[config.mk]
export PLATFORM = sky130hd
export DESIGN_NAME = dmem_unaligned_top
export DESIGN_NICKNAME = d
export VERILOG_FILES = /design/src/source/dmem_pkg.sv /design/src/source/dmem_bus_if.sv /design/src/source/access_decode.sv /design/src/source/access_sequencer.sv /design/src/source/lane_merge.sv /design/src/source/dmem_unaligned_top.sv
export VERILOG_INCLUDE_DIRS = /design/src /design/src/source
export SDC_FILE = /design/constraint.sdc
export NUM_CORES = 1
export LEC_CHECK = 0
export BUFFER_PORTS_ARGS = -buffer_cell sky130_fd_sc_hd__buf_2
export CAP_MARGIN = 20
export CORE_UTILIZATION = 58
export DETAILED_ROUTE_END_ITERATION = 7
export GPL_ROUTABILITY_DRIVEN = 0
export GPL_TIMING_DRIVEN = 0
export PLACE_DENSITY_LB_ADDON = 0.15
export SYNTH_ARGS = -nofsm -noshare
export SYNTH_HDL_FRONTEND = slang
export SYNTH_SLANG_ARGS = --single-unit
[constraint.sdc]
create_clock -name clk -period 6 [get_ports clk]
set_input_delay 0.6 -clock clk [delete_from_list [all_inputs] [get_ports clk]]
set_output_delay 0.6 -clock clk [all_outputs]
set_load 0.01 [all_outputs]
[src/source/dmem_macros.svh]
`ifndef DMEM_MACROS_SVH
`define DMEM_MACROS_SVH

// core-side byte address width
`define DMEM_ADDR_W 32

// data width on both sides, one word
`define DMEM_DATA_W 32

// bytes per memory word
// byte offset width follows from this
`define DMEM_WORD_BYTES 4

`endif

[src/source/dmem_pkg.sv]
`default_nettype none

package dmem_pkg;

    // access size as seen by the core
    // byte, half-word, word; the fourth code is unused
    typedef enum logic [1:0] {
        size_b = 2'd0,
        size_h = 2'd1,
        size_w = 2'd2
    } mem_size_e;

    // sequencer states
    // loads:  idle -> rd_req -> rd_wait [-> rd_req2 -> rd_wait2] -> merge -> ld_push
    // stores: idle -> [reads as above -> merge ->] wr_req [-> wr_req2]
    typedef enum logic [3:0] {
        // waiting for a start pulse
        idle     = 4'd0,
        // first aligned read beat offered
        rd_req   = 4'd1,
        // first read data outstanding
        rd_wait  = 4'd2,
        // second aligned read beat, address plus one word
        rd_req2  = 4'd3,
        rd_wait2 = 4'd4,
        // one cycle to register the load result
        merge    = 4'd5,
        // load answer pulse
        ld_push  = 4'd6,
        // first write beat
        wr_req   = 4'd7,
        // second write beat for a store crossing a word
        wr_req2  = 4'd8
    } seq_state_e;

endpackage

`default_nettype wire

[src/source/dmem_bus_if.sv]
`default_nettype none
`timescale 1ns/1ns
`include "dmem_macros.svh"

interface dmem_bus_if;
    import dmem_pkg::*;

    // latched request
    logic                                write;
    mem_size_e                           size;
    logic [`DMEM_ADDR_W-1:0]             addr;
    logic [`DMEM_DATA_W-1:0]             wdata;

    // derived from the latched request
    logic [`DMEM_ADDR_W-1:0]             aligned_addr;
    logic [$clog2(`DMEM_WORD_BYTES)-1:0] offset;
    logic                                needs_read;
    logic                                two_word;

    // handshake between the two blocks
    logic                                start;
    logic                                done;
    logic                                idle;

    modport decode (
        output write, size, addr, wdata,
        output aligned_addr, offset, needs_read, two_word,
        output start,
        input  done, idle
    );

    modport sequencer (
        input  write, aligned_addr, needs_read, two_word,
        input  start,
        output done, idle
    );

endinterface

`default_nettype wire

[src/source/access_decode.sv]
`default_nettype none
`timescale 1ns/1ns
`include "dmem_macros.svh"

module access_decode (
    input  logic                    clk,
    input  logic                    rst,
    input  logic                    req_valid,
    output logic                    req_ready,
    input  logic                    req_wen,
    input  dmem_pkg::mem_size_e     req_size,
    input  logic [`DMEM_ADDR_W-1:0] req_addr,
    input  logic [`DMEM_DATA_W-1:0] req_wdata,
    dmem_bus_if.decode              bus
);
    import dmem_pkg::*;

    localparam int OFF_W = $clog2(`DMEM_WORD_BYTES);

    logic                    accept;
    // access in progress, from acceptance to done
    logic                    busy_q;
    // store decode and check cycle
    logic                    check_q;
    logic                    wen_q;
    mem_size_e               size_q;
    logic [`DMEM_ADDR_W-1:0] addr_q;
    logic [`DMEM_DATA_W-1:0] wdata_q;

    // also closed during the store check cycle, sequencer still idle there
    assign req_ready = bus.idle && !busy_q;
    assign accept    = req_valid && req_ready;

    always_ff @(posedge clk) begin
        if (rst) begin
            busy_q  <= 1'b0;
            check_q <= 1'b0;
        end else begin
            check_q <= accept && req_wen;
            if (accept) begin
                busy_q <= 1'b1;
            end else if (bus.done) begin
                busy_q <= 1'b0;
            end
        end
    end

    // request payload, held for the whole access
    always_ff @(posedge clk) begin
        if (accept) begin
            wen_q   <= req_wen;
            size_q  <= req_size;
            addr_q  <= req_addr;
            wdata_q <= req_wdata;
        end
    end

    assign bus.write = wen_q;
    assign bus.size  = size_q;
    assign bus.addr  = addr_q;
    assign bus.wdata = wdata_q;

    assign bus.aligned_addr = {bus.addr[`DMEM_ADDR_W-1:OFF_W], {OFF_W{1'b0}}};
    assign bus.offset       = bus.addr[OFF_W-1:0];

    // half at the last byte, or any misaligned word, crosses into the next word
    always_comb begin
        case (bus.size)
            size_h:  bus.two_word = (bus.offset == OFF_W'(`DMEM_WORD_BYTES - 1));
            size_w:  bus.two_word = (bus.offset != '0);
            default: bus.two_word = 1'b0;
        endcase
    end

    // only an aligned full-word store skips the pre-read
    // a start outside the check cycle is a load, which always reads
    assign bus.needs_read = !(check_q && bus.size == size_w && bus.offset == '0);

    // loads start in the accept cycle, stores one cycle later
    assign bus.start = (accept && !req_wen) || check_q;

endmodule

`default_nettype wire

[src/source/access_sequencer.sv]
`default_nettype none
`timescale 1ns/1ns
`include "dmem_macros.svh"

module access_sequencer (
    input  logic                    clk,
    input  logic                    rst,
    dmem_bus_if.sequencer           bus,
    output logic                    mem_req_valid,
    input  logic                    mem_req_ready,
    output logic                    mem_req_wen,
    output logic [`DMEM_ADDR_W-1:0] mem_req_addr,
    output logic [`DMEM_DATA_W-1:0] mem_req_wdata,
    input  logic                    mem_resp_valid,
    input  logic [`DMEM_DATA_W-1:0] mem_resp_rdata,
    output logic [`DMEM_DATA_W-1:0] word0,
    output logic [`DMEM_DATA_W-1:0] word1,
    input  logic [`DMEM_DATA_W-1:0] st_word0,
    input  logic [`DMEM_DATA_W-1:0] st_word1,
    output logic                    resp_valid
);
    import dmem_pkg::*;

    seq_state_e              state;
    logic                    second;
    logic                    beat_done;
    logic [`DMEM_DATA_W-1:0] word0_q;
    logic [`DMEM_DATA_W-1:0] word1_q;

    // beat handshake on the memory side
    assign beat_done = mem_req_valid && mem_req_ready;

    always_ff @(posedge clk) begin
        if (rst) begin
            state <= idle;
        end else begin
            case (state)
                idle: begin
                    if (bus.start) begin
                        state <= bus.needs_read ? rd_req : wr_req;
                    end
                end
                rd_req: begin
                    if (mem_req_ready) begin
                        state <= rd_wait;
                    end
                end
                rd_wait: begin
                    if (mem_resp_valid) begin
                        state <= bus.two_word ? rd_req2 : merge;
                    end
                end
                rd_req2: begin
                    if (mem_req_ready) begin
                        state <= rd_wait2;
                    end
                end
                rd_wait2: begin
                    if (mem_resp_valid) begin
                        state <= merge;
                    end
                end
                merge: begin
                    // old words are in place, store words settle here
                    state <= bus.write ? wr_req : ld_push;
                end
                ld_push: begin
                    state <= idle;
                end
                wr_req: begin
                    if (mem_req_ready) begin
                        state <= bus.two_word ? wr_req2 : idle;
                    end
                end
                wr_req2: begin
                    if (mem_req_ready) begin
                        state <= idle;
                    end
                end
                default: begin
                    state <= idle;
                end
            endcase
        end
    end

    // captured read words
    // cleared at start, so a word not read reaches the merge as zero
    always_ff @(posedge clk) begin
        if (state == idle && bus.start) begin
            word0_q <= '0;
            word1_q <= '0;
        end else if (state == rd_wait && mem_resp_valid) begin
            word0_q <= mem_resp_rdata;
        end else if (state == rd_wait2 && mem_resp_valid) begin
            word1_q <= mem_resp_rdata;
        end
    end

    assign word0 = word0_q;
    assign word1 = word1_q;

    // beat fields depend on state and latched values only
    // so they stay stable while the memory stalls
    assign mem_req_valid = (state == rd_req) || (state == rd_req2) ||
                           (state == wr_req) || (state == wr_req2);
    assign mem_req_wen   = (state == wr_req) || (state == wr_req2);

    // second word at aligned plus one word, wraps at the top of memory
    assign second        = (state == rd_req2) || (state == wr_req2);
    assign mem_req_addr  = second ? bus.aligned_addr + `DMEM_ADDR_W'(`DMEM_WORD_BYTES)
                                  : bus.aligned_addr;
    assign mem_req_wdata = (state == wr_req2) ? st_word1 : st_word0;

    // one-cycle load answer, no ready on the core side
    assign resp_valid = (state == ld_push);

    assign bus.idle = (state == idle);

    // last cycle of the access, ld_push or the final write beat
    assign bus.done = (state == ld_push) ||
                      (state == wr_req && beat_done && !bus.two_word) ||
                      (state == wr_req2 && beat_done);

endmodule

`default_nettype wire

[src/source/lane_merge.sv]
`default_nettype none
`timescale 1ns/1ns
`include "dmem_macros.svh"

module lane_merge (
    input  logic                                clk,
    input  logic [`DMEM_DATA_W-1:0]             word0,
    input  logic [`DMEM_DATA_W-1:0]             word1,
    input  logic [$clog2(`DMEM_WORD_BYTES)-1:0] offset,
    input  dmem_pkg::mem_size_e                 size,
    input  logic [`DMEM_DATA_W-1:0]             wdata,
    output logic [`DMEM_DATA_W-1:0]             result,
    output logic [`DMEM_DATA_W-1:0]             st_word0,
    output logic [`DMEM_DATA_W-1:0]             st_word1
);
    import dmem_pkg::*;

    localparam int DW = `DMEM_DATA_W;
    localparam int NB = `DMEM_WORD_BYTES;
    localparam int BW = DW / NB;

    // byte lanes covered by the access size, from lane 0
    logic [NB-1:0]   size_en;
    logic [DW-1:0]   size_mask;
    // same lanes moved to the offset over the word pair
    logic [2*NB-1:0] byte_en;
    logic [2*DW-1:0] bit_en;
    logic [2*DW-1:0] pair;
    logic [2*DW-1:0] ins;
    logic [2*DW-1:0] merged;
    logic [2*DW-1:0] shifted;

    always_comb begin
        case (size)
            size_b:  size_en = NB'(1);
            size_h:  size_en = NB'(3);
            default: size_en = '1;
        endcase
    end

    // little-endian: lowest address in the low lane
    assign pair    = {word1, word0};
    assign byte_en = {{NB{1'b0}}, size_en} << offset;

    always_comb begin
        for (int i = 0; i < 2 * NB; i++) begin
            bit_en[i*BW +: BW] = {BW{byte_en[i]}};
        end
        for (int i = 0; i < NB; i++) begin
            size_mask[i*BW +: BW] = {BW{size_en[i]}};
        end
    end

    // store data placed at the offset, old bytes kept outside the lanes
    // an aligned word store covers all of word0, so wdata goes through as is
    assign ins      = {{DW{1'b0}}, wdata} << (BW * offset);
    assign merged   = (pair & ~bit_en) | (ins & bit_en);
    assign st_word0 = merged[DW-1:0];
    assign st_word1 = merged[2*DW-1:DW];

    // load result, addressed byte moved to lane 0
    assign shifted = pair >> (BW * offset);

    // registered in the merge cycle, read out in ld_push
    // upper lanes zeroed for byte and half loads
    always_ff @(posedge clk) begin
        result <= shifted[DW-1:0] & size_mask;
    end

endmodule

`default_nettype wire

[src/source/dmem_unaligned_top.sv]
`default_nettype none
`timescale 1ns/1ns
`include "dmem_macros.svh"

module dmem_unaligned_top (
    input  logic                    clk,
    input  logic                    rst,
    // core side
    input  logic                    req_valid,
    output logic                    req_ready,
    input  logic                    req_wen,
    input  dmem_pkg::mem_size_e     req_size,
    input  logic [`DMEM_ADDR_W-1:0] req_addr,
    input  logic [`DMEM_DATA_W-1:0] req_wdata,
    output logic                    resp_valid,
    output logic [`DMEM_DATA_W-1:0] resp_rdata,
    // memory side, word aligned
    output logic                    mem_req_valid,
    input  logic                    mem_req_ready,
    output logic                    mem_req_wen,
    output logic [`DMEM_ADDR_W-1:0] mem_req_addr,
    output logic [`DMEM_DATA_W-1:0] mem_req_wdata,
    input  logic                    mem_resp_valid,
    input  logic [`DMEM_DATA_W-1:0] mem_resp_rdata
);

    // captured old words and the merged store words
    logic [`DMEM_DATA_W-1:0] word0;
    logic [`DMEM_DATA_W-1:0] word1;
    logic [`DMEM_DATA_W-1:0] st_word0;
    logic [`DMEM_DATA_W-1:0] st_word1;

    dmem_bus_if bus ();

    access_decode i_access_decode (
        .clk       (clk),
        .rst       (rst),
        .req_valid (req_valid),
        .req_ready (req_ready),
        .req_wen   (req_wen),
        .req_size  (req_size),
        .req_addr  (req_addr),
        .req_wdata (req_wdata),
        .bus       (bus.decode)
    );

    access_sequencer i_access_sequencer (
        .clk            (clk),
        .rst            (rst),
        .bus            (bus.sequencer),
        .mem_req_valid  (mem_req_valid),
        .mem_req_ready  (mem_req_ready),
        .mem_req_wen    (mem_req_wen),
        .mem_req_addr   (mem_req_addr),
        .mem_req_wdata  (mem_req_wdata),
        .mem_resp_valid (mem_resp_valid),
        .mem_resp_rdata (mem_resp_rdata),
        .word0          (word0),
        .word1          (word1),
        .st_word0       (st_word0),
        .st_word1       (st_word1),
        .resp_valid     (resp_valid)
    );

    // byte lanes from the latched request fields
    lane_merge i_lane_merge (
        .clk      (clk),
        .word0    (word0),
        .word1    (word1),
        .offset   (bus.offset),
        .size     (bus.size),
        .wdata    (bus.wdata),
        .result   (resp_rdata),
        .st_word0 (st_word0),
        .st_word1 (st_word1)
    );

endmodule

`default_nettype wire

==> results of run 1 <==
synth_stat cells (3+ instances only):
library cell,instances,area [sq um]
nor2_1,21,78.8
a21oi_1,82,410
edfxtp_1,67,2010
a221oi_1,3,26.3
a211oi_1,8,60.1
mux2i_1,80,801
ha_1,4,50.1
clkbuf_1,28,105
inv_1,13,48.8
dfxtp_1,102,2040
buf_1,4,15.0
xnor2_1,27,236
and3_1,7,43.8
a22oi_1,12,90.1
nand3_1,14,70.1
buf_2,20,100
buf_4,3,22.5
nand4_1,16,100
o211ai_1,8,60.1
nor3_1,3,15.0
xor2_1,3,26.3
nand2b_1,4,25.0
nor2b_1,12,75.1
o21ai_0,14,70.1
nand2_1,155,582
and2_1,25,156
o2bb2ai_1,16,140
o21a_1,6,45.0
mux4_2,32,721
per-stage QoR:
step | utilization [%] | setup slack, ps
floorplan | - | 2930
global placement | 69.4 | 2470
detailed placement | 69.5 | 3090
CTS | 74.0 | 2610
global route | 74.0 | 2460
finish | 74.0 | 2530
power by group through the flow:
| stage | combinational (mW) | sequential, mW | clock (mW) |
|---|---|---|---|
| global placement | 1.71 | 1.88 | 0 |
| global route | 1.93 | 1.91 | 1.20 |
| floorplan | 1.18 | 1.80 | 0 |
| CTS | 1.77 | 1.86 | 1.15 |
| finish | 1.79 | 1.88 | 1.14 |
| detailed placement | 1.75 | 1.88 | 0 |
cells by family (layout without fill, tap and decap cells):
logic type	Yosys count	after routing	synth area share [%]
buffers and inverters	70	304	3.59
adders and majority gates	4	4	0.586
and+or+nand+nor	271	271	14.9
muxes	113	113	17.9
xor gates and xnor gates	30	30	3.08
other	1	2	0.0439
DFF	169	169	47.5
AOI/OAI and AO/OA	165	165	12.4
per-layer routing:
layer / vias to the layer above / part of all wire, %
li1: 3426 / -
met1: 3563 / 39
met2: 548 / 44
met3: 82 / 13
met4: 0 / 4.1
met5: - / 0
worst paths after layout:
kind / depth (start not counted) / endpoint / slack, ps
setup / recovery: 6 / mem_req_wdata[4] / 2530
hold reg to reg: 2 / i_access_sequencer.word1[27]$_SDFFE_PP0P_ / 460
hold / removal: 1 / i_access_decode.bus.addr[5]$_DFFE_PN_ / 340
setup reg to reg: 5 / i_access_sequencer.word0[23]$_SDFFE_PP0P_ / 3470
flip-flops by register name (all words and copies together) (netlist names):
signal,count
i_lane_merge.result,32
i_access_sequencer.state,4
i_access_decode.bus.write,1
i_access_sequencer.word1,32
i_access_decode.check_q,1
i_access_decode.bus.size,2
i_access_decode.busy_q,1
i_access_decode.bus.addr,32
i_access_sequencer.word0,32
i_access_decode.bus.wdata,32
layout make-up:
| class | instances | area (sq um) |
|---|---|---|
| clock inverters | 9 | 108 |
| well taps | 180 | 225 |
| inverters | 14 | 52.6 |
| flip-flops and latches | 169 | 4050 |
| repair buffers | 202 | 1030 |
| fillers | 1042 | 3670 |
| multi-input cells | 585 | 4190 |
| plain buffers | 56 | 254 |
| clock buffers | 23 | 520 |
==> summary.txt, run 1 <==
Synthesis
  • Register area share after synthesis: 47.5%
  • Syn. warnings: 0
  • Netlist cell types: 56
  • Number of flops mapped to enable cells by yosys: 67
  • Most used DFF post-synth: dfxtp_1
  • Mean Syn Cell Area: 10.4 sq um
  • Post-Syn Area: 8540 sq um
  • Async SR Flop Fraction: 0%
  • Post-synthesis sequential element count: 169
  • Mapped Cells: 823

Placement
  • Placed cell area: 9800 sq um
  • PortBufs: 201
  • Dpl cells: 1,206
  • HPWL after DPL: 18.9 mm

Clock tree
  • H-Tree Level Count: 4
  • Worst-path clk slew: 60 ps
  • CTS tree: built
  • Worst-Skew Late Latency: 440 ps
  • TritonCTS Sinks: 169
  • Max clock buf depth: 2
  • TritonCTS Buffers: 17
  • Hold-fix buffers, CTS: 0
  • Clock Tree Root: clkbuf_16
  • Setup Fix Bufs, Post-CTS: 0
  • Post-CTS Resized: 0

Timing
  • Final Hold Viols: 0
  • Final setup viols: 0
  • Fin crit share: 57.8%
  • Slew margin rel.: 28.2%
  • Slew at the pin with the worst max-slew slack: 1070 ps
  • Slew Limit Fails: 0
  • Setup TNS: 0 ps
  • FMAX: 289 MHz
  • RSZ-0062 raised after global routing: no
  • Tmin final: 3470 ps
  • WHS: 335 ps
  • Final Skew: 9.69 ps

Worst setup path
  • Req. time, crit path: 5400 ps
  • Crit path cell chain: inv_1 -> nor4_2 -> buf_2 -> a211oi_1 -> a21oi_1 -> buf_2
  • CP most frequent cell: buf_2
  • Reg2Reg Launch Point: i_access_sequencer.state[0]$_SDFFE_PP0P_
  • CP Class: reg -> out
  • Worst setup path startpoint: i_access_sequencer.state[3]$_SDFFE_PP0P_
  • Crit path max fanout: 10
  • Kind of cell adding the most delay to the critical path: simple AND/OR/NAND/NOR gates
  • Crit-path max cell delay: 810 ps
  • Slowest CP cell: nor4_2
  • Crit start category: flop
  • CP endpoint kind: primary output
  • Buf/Inv on CP: 3
  • Worst EP arrival: 2870 ps

Power
  • Power share of the combinational group: 37.1%
  • Sequential share of power: 39.1%
  • Peak supply drop: 0.336 mV
  • P per Cell Area: 462 nW/um^2
  • Switching Share: 37.2%
  • Net Switching: 1.79 mW
  • Tot Pwr: 4.82 mW
  • Cell leakage power: 4.31 nW
  • Internal power: 3.02 mW
  • Part of the power in the clock network: 23.7%

Route
  • Per-cell routed wire length: 20.3 microns
  • Vias: 7,619
  • Routed vias/inst: 6.15
  • Drt first pass iters: 6
  • DRT iter0 DRCs: 790
  • DRC Markers: 0
  • DRT antenna net count: 0
  • Total Wirelength: 25.1 mm

Die
  • Die Width: 123 microns
  • Core Area: 14,100 sq um
  • I/O Pins: 204
  • DIE AREA: 15,200 sq um
  • Die Span Y: 123 microns
  • Initial Util: 60.6%
  • # rows: 43

GRT
  • First-pass GRT wire length: 37.9 mm
  • Grt ovf: 0
  • GRT met1 Usage: 46.5%
  • Global route hottest layer: met2
  • GR Util All Layers: 34.3%
  • Largest net degree at the start of global routing: 50
  • Initial antenna violation count: 0
  • Met2 Resource Use GR: 51.3%
  • Vias in the first global route: 7,037
  • GR Util met3: 8.44%

Layout
  • Post-layout instance area: 10,400 sq um
  • Layout cells sized above 1: 28.4%
  • Ant. Diodes: 0
  • Post-route non-filler standard cell count: 1,238
  • Area growth syn-to-layout: 22.0%
  • Fin nets: 1,153
  • Commonest non-fill, non-tap cell in the layout: buf_2
  • Commonest cells after routing, fill and taps aside: 221 x buf_2, 155 x nand2_1, 102 x dfxtp_1

Job
  • Max Cap Violations: 0

Min path
  • Worst min path class: in -> reg
  • HP Start: req_addr[5]

Status
  • Status: finished, final reports clean
Note: power is estimated with default switching activity, not from simulation.
==> inputs of run 2 (changes only) <==
Settings changed: CORE_UTILIZATION 58 to 54.
Clock period 6 ns to 3.45 ns, I/O delays scaled along.
==> run 2 against run 1 <==
Effect of this change:
- cell count grew 2.5%
- die area grew 7.3%
- sequential cell count is the same
- combinational power grew 74%
==> summary.txt, run 2 (synthesis results as in run 1) <==
Timing
  • Tmin final: 3300 ps
  • Final setup viols: 0
  • FMAX: 303 MHz
  • Final Hold Viols: 0
  • Slew Limit Fails: 0
  • Final setup margin: 149 ps
  • Fin crit share: 95.7%
  • Slew at the pin with the worst max-slew slack: 1090 ps
  • Slew margin rel.: 27.2%
  • Setup TNS: 0 ps
  • Final Skew: 11.9 ps
  • RSZ-0062 raised after global routing: no

GRT
  • Vias in the first global route: 6,945
  • GRT met1 Usage: 42.5%
  • GR Util met3: 8.89%
  • Global route hottest layer: met2
  • Initial antenna violation count: 0
  • Largest net degree at the start of global routing: 40
  • Met2 Resource Use GR: 46.2%
  • First-pass GRT wire length: 37.5 mm
  • Grt ovf: 0
  • GR Util All Layers: 31.0%

Worst setup path
  • Crit start category: flop
  • Req. time, crit path: 3110 ps
  • Slowest CP cell: buf_1
  • Buf/Inv on CP: 3
  • Crit-path max cell delay: 550 ps
  • Crit path cell chain: buf_2 -> buf_1 -> nand2_1 -> mux2i_1 -> mux2i_1 -> buf_2
  • CP endpoint kind: primary output
  • Crit path max fanout: 10
  • CP Class: reg -> out
  • Kind of cell adding the most delay to the critical path: buffers and inverters
  • Worst EP arrival: 2960 ps

Layout
  • Commonest cells after routing, fill and taps aside: 221 x buf_2, 155 x nand2_1, 102 x dfxtp_1
  • Area growth syn-to-layout: 22.1%
  • Commonest non-fill, non-tap cell in the layout: buf_2
  • Post-layout instance area: 10,400 sq um
  • Ant. Diodes: 0
  • Fill cell count: 1,252
  • Final core utilization: 68.1%
  • Fin nets: 1,153
  • Layout cells sized above 1: 28.5%
  • Storage cell area: 4050 sq um
  • Area of the multi-input gates: 4190 sq um

Power
  • Tot Pwr: 8.30 mW
  • Peak supply drop: 0.464 mV
  • Cell leakage power: 4.29 nW
  • P per Cell Area: 796 nW/um^2

Clock tree
  • H-Tree Level Count: 4
  • CTS tree: built
  • Worst-Skew Late Latency: 440 ps
  • TritonCTS Sinks: 169
  • Clock Tree Root: clkbuf_16
  • Setup Fix Bufs, Post-CTS: 0
  • Hold-fix buffers, CTS: 0
  • Worst-path clk slew: 70 ps
  • Post-CTS Resized: 0
  • Max clock buf depth: 2
  • TritonCTS Buffers: 17

Route
  • Total Wirelength: 24.9 mm
  • DRC Markers: 0
  • Per-cell routed wire length: 19.6 microns
  • DRT iter0 DRCs: 739
  • Drt first pass iters: 5
  • Vias: 7,489
  • DRT antenna net count: 0
  • Routed vias/inst: 5.90

Die
  • DIE AREA: 16,300 sq um
  • Die Width: 128 microns
  • Core Area: 15,300 sq um
  • # rows: 45
  • Die Span Y: 128 microns
  • Initial Util: 55.8%
  • I/O Pins: 204

Placement
  • PortBufs: 201
  • HPWL after DPL: 18.9 mm
  • Placed cell area: 9840 sq um
  • DP Worst Slack: 713 ps

Job
  • Max Cap Violations: 0

Min path
  • Worst min path class: in -> reg

Status
  • Status: finished, final reports clean
run 2: cell types whose count changed in the layout (fill, tap and decap cells not counted), sizes merged:
cell    before  now
clkbuf      51   48
inv         16   20
clkinv       4    3
run 2: cell type report:
| cell class | instances | area share (%) |
|---|---|---|
| tap | 211 | 2.53 |
| buffer | 56 | 2.44 |
| sequential | 169 | 38.9 |
| inverter | 14 | 0.504 |
| clock inverter | 12 | 1.31 |
| clock buffer | 20 | 4.38 |
| multi-input combinational | 585 | 40.1 |
| timing repair buffer | 202 | 9.84 |
run 2: where the power goes:
group          internal (mW)  switching [mW]  total (mW)
clock                   1.12           0.803        1.92
combinational           1.33            1.78        3.11
sequential              2.72           0.554        3.27
total                   5.16            3.14        8.30
run 2: worst paths after layout:
check | endpoint | from | cells after the start | slack (ps)
max | mem_req_wdata[19] | i_access_decode.bus.addr[0]$_DFFE_PN_ | 6 | 150
min | i_access_decode.bus.wdata[31]$_DFFE_PN_ | req_wdata[31] | 1 | 80
min reg2reg | i_access_sequencer.word1[30]$_SDFFE_PP0P_ | i_access_sequencer.word1[30]$_SDFFE_PP0P_ | 2 | 460
max reg2reg | i_access_sequencer.word0[28]$_SDFFE_PP0P_ | i_access_sequencer.state[0]$_SDFFE_PP0P_ | 5 | 890
run 2: layer usage:
layer / wire length, microns / part of all wire (%)
met5: 0 / 0
met4: 789 / 3.2
met3: 2900 / 12
met2: 10900 / 44
met1: 10300 / 41
run 2: through the flow:
step	std cells	hold slack, ps
2_1_floorplan	824	417
3_3_place_gp	1236	446
3_5_place_dp	1237	450
4_1_cts	1269	65.6
5_1_grt	1269	63.2
6_report	1269	81.9
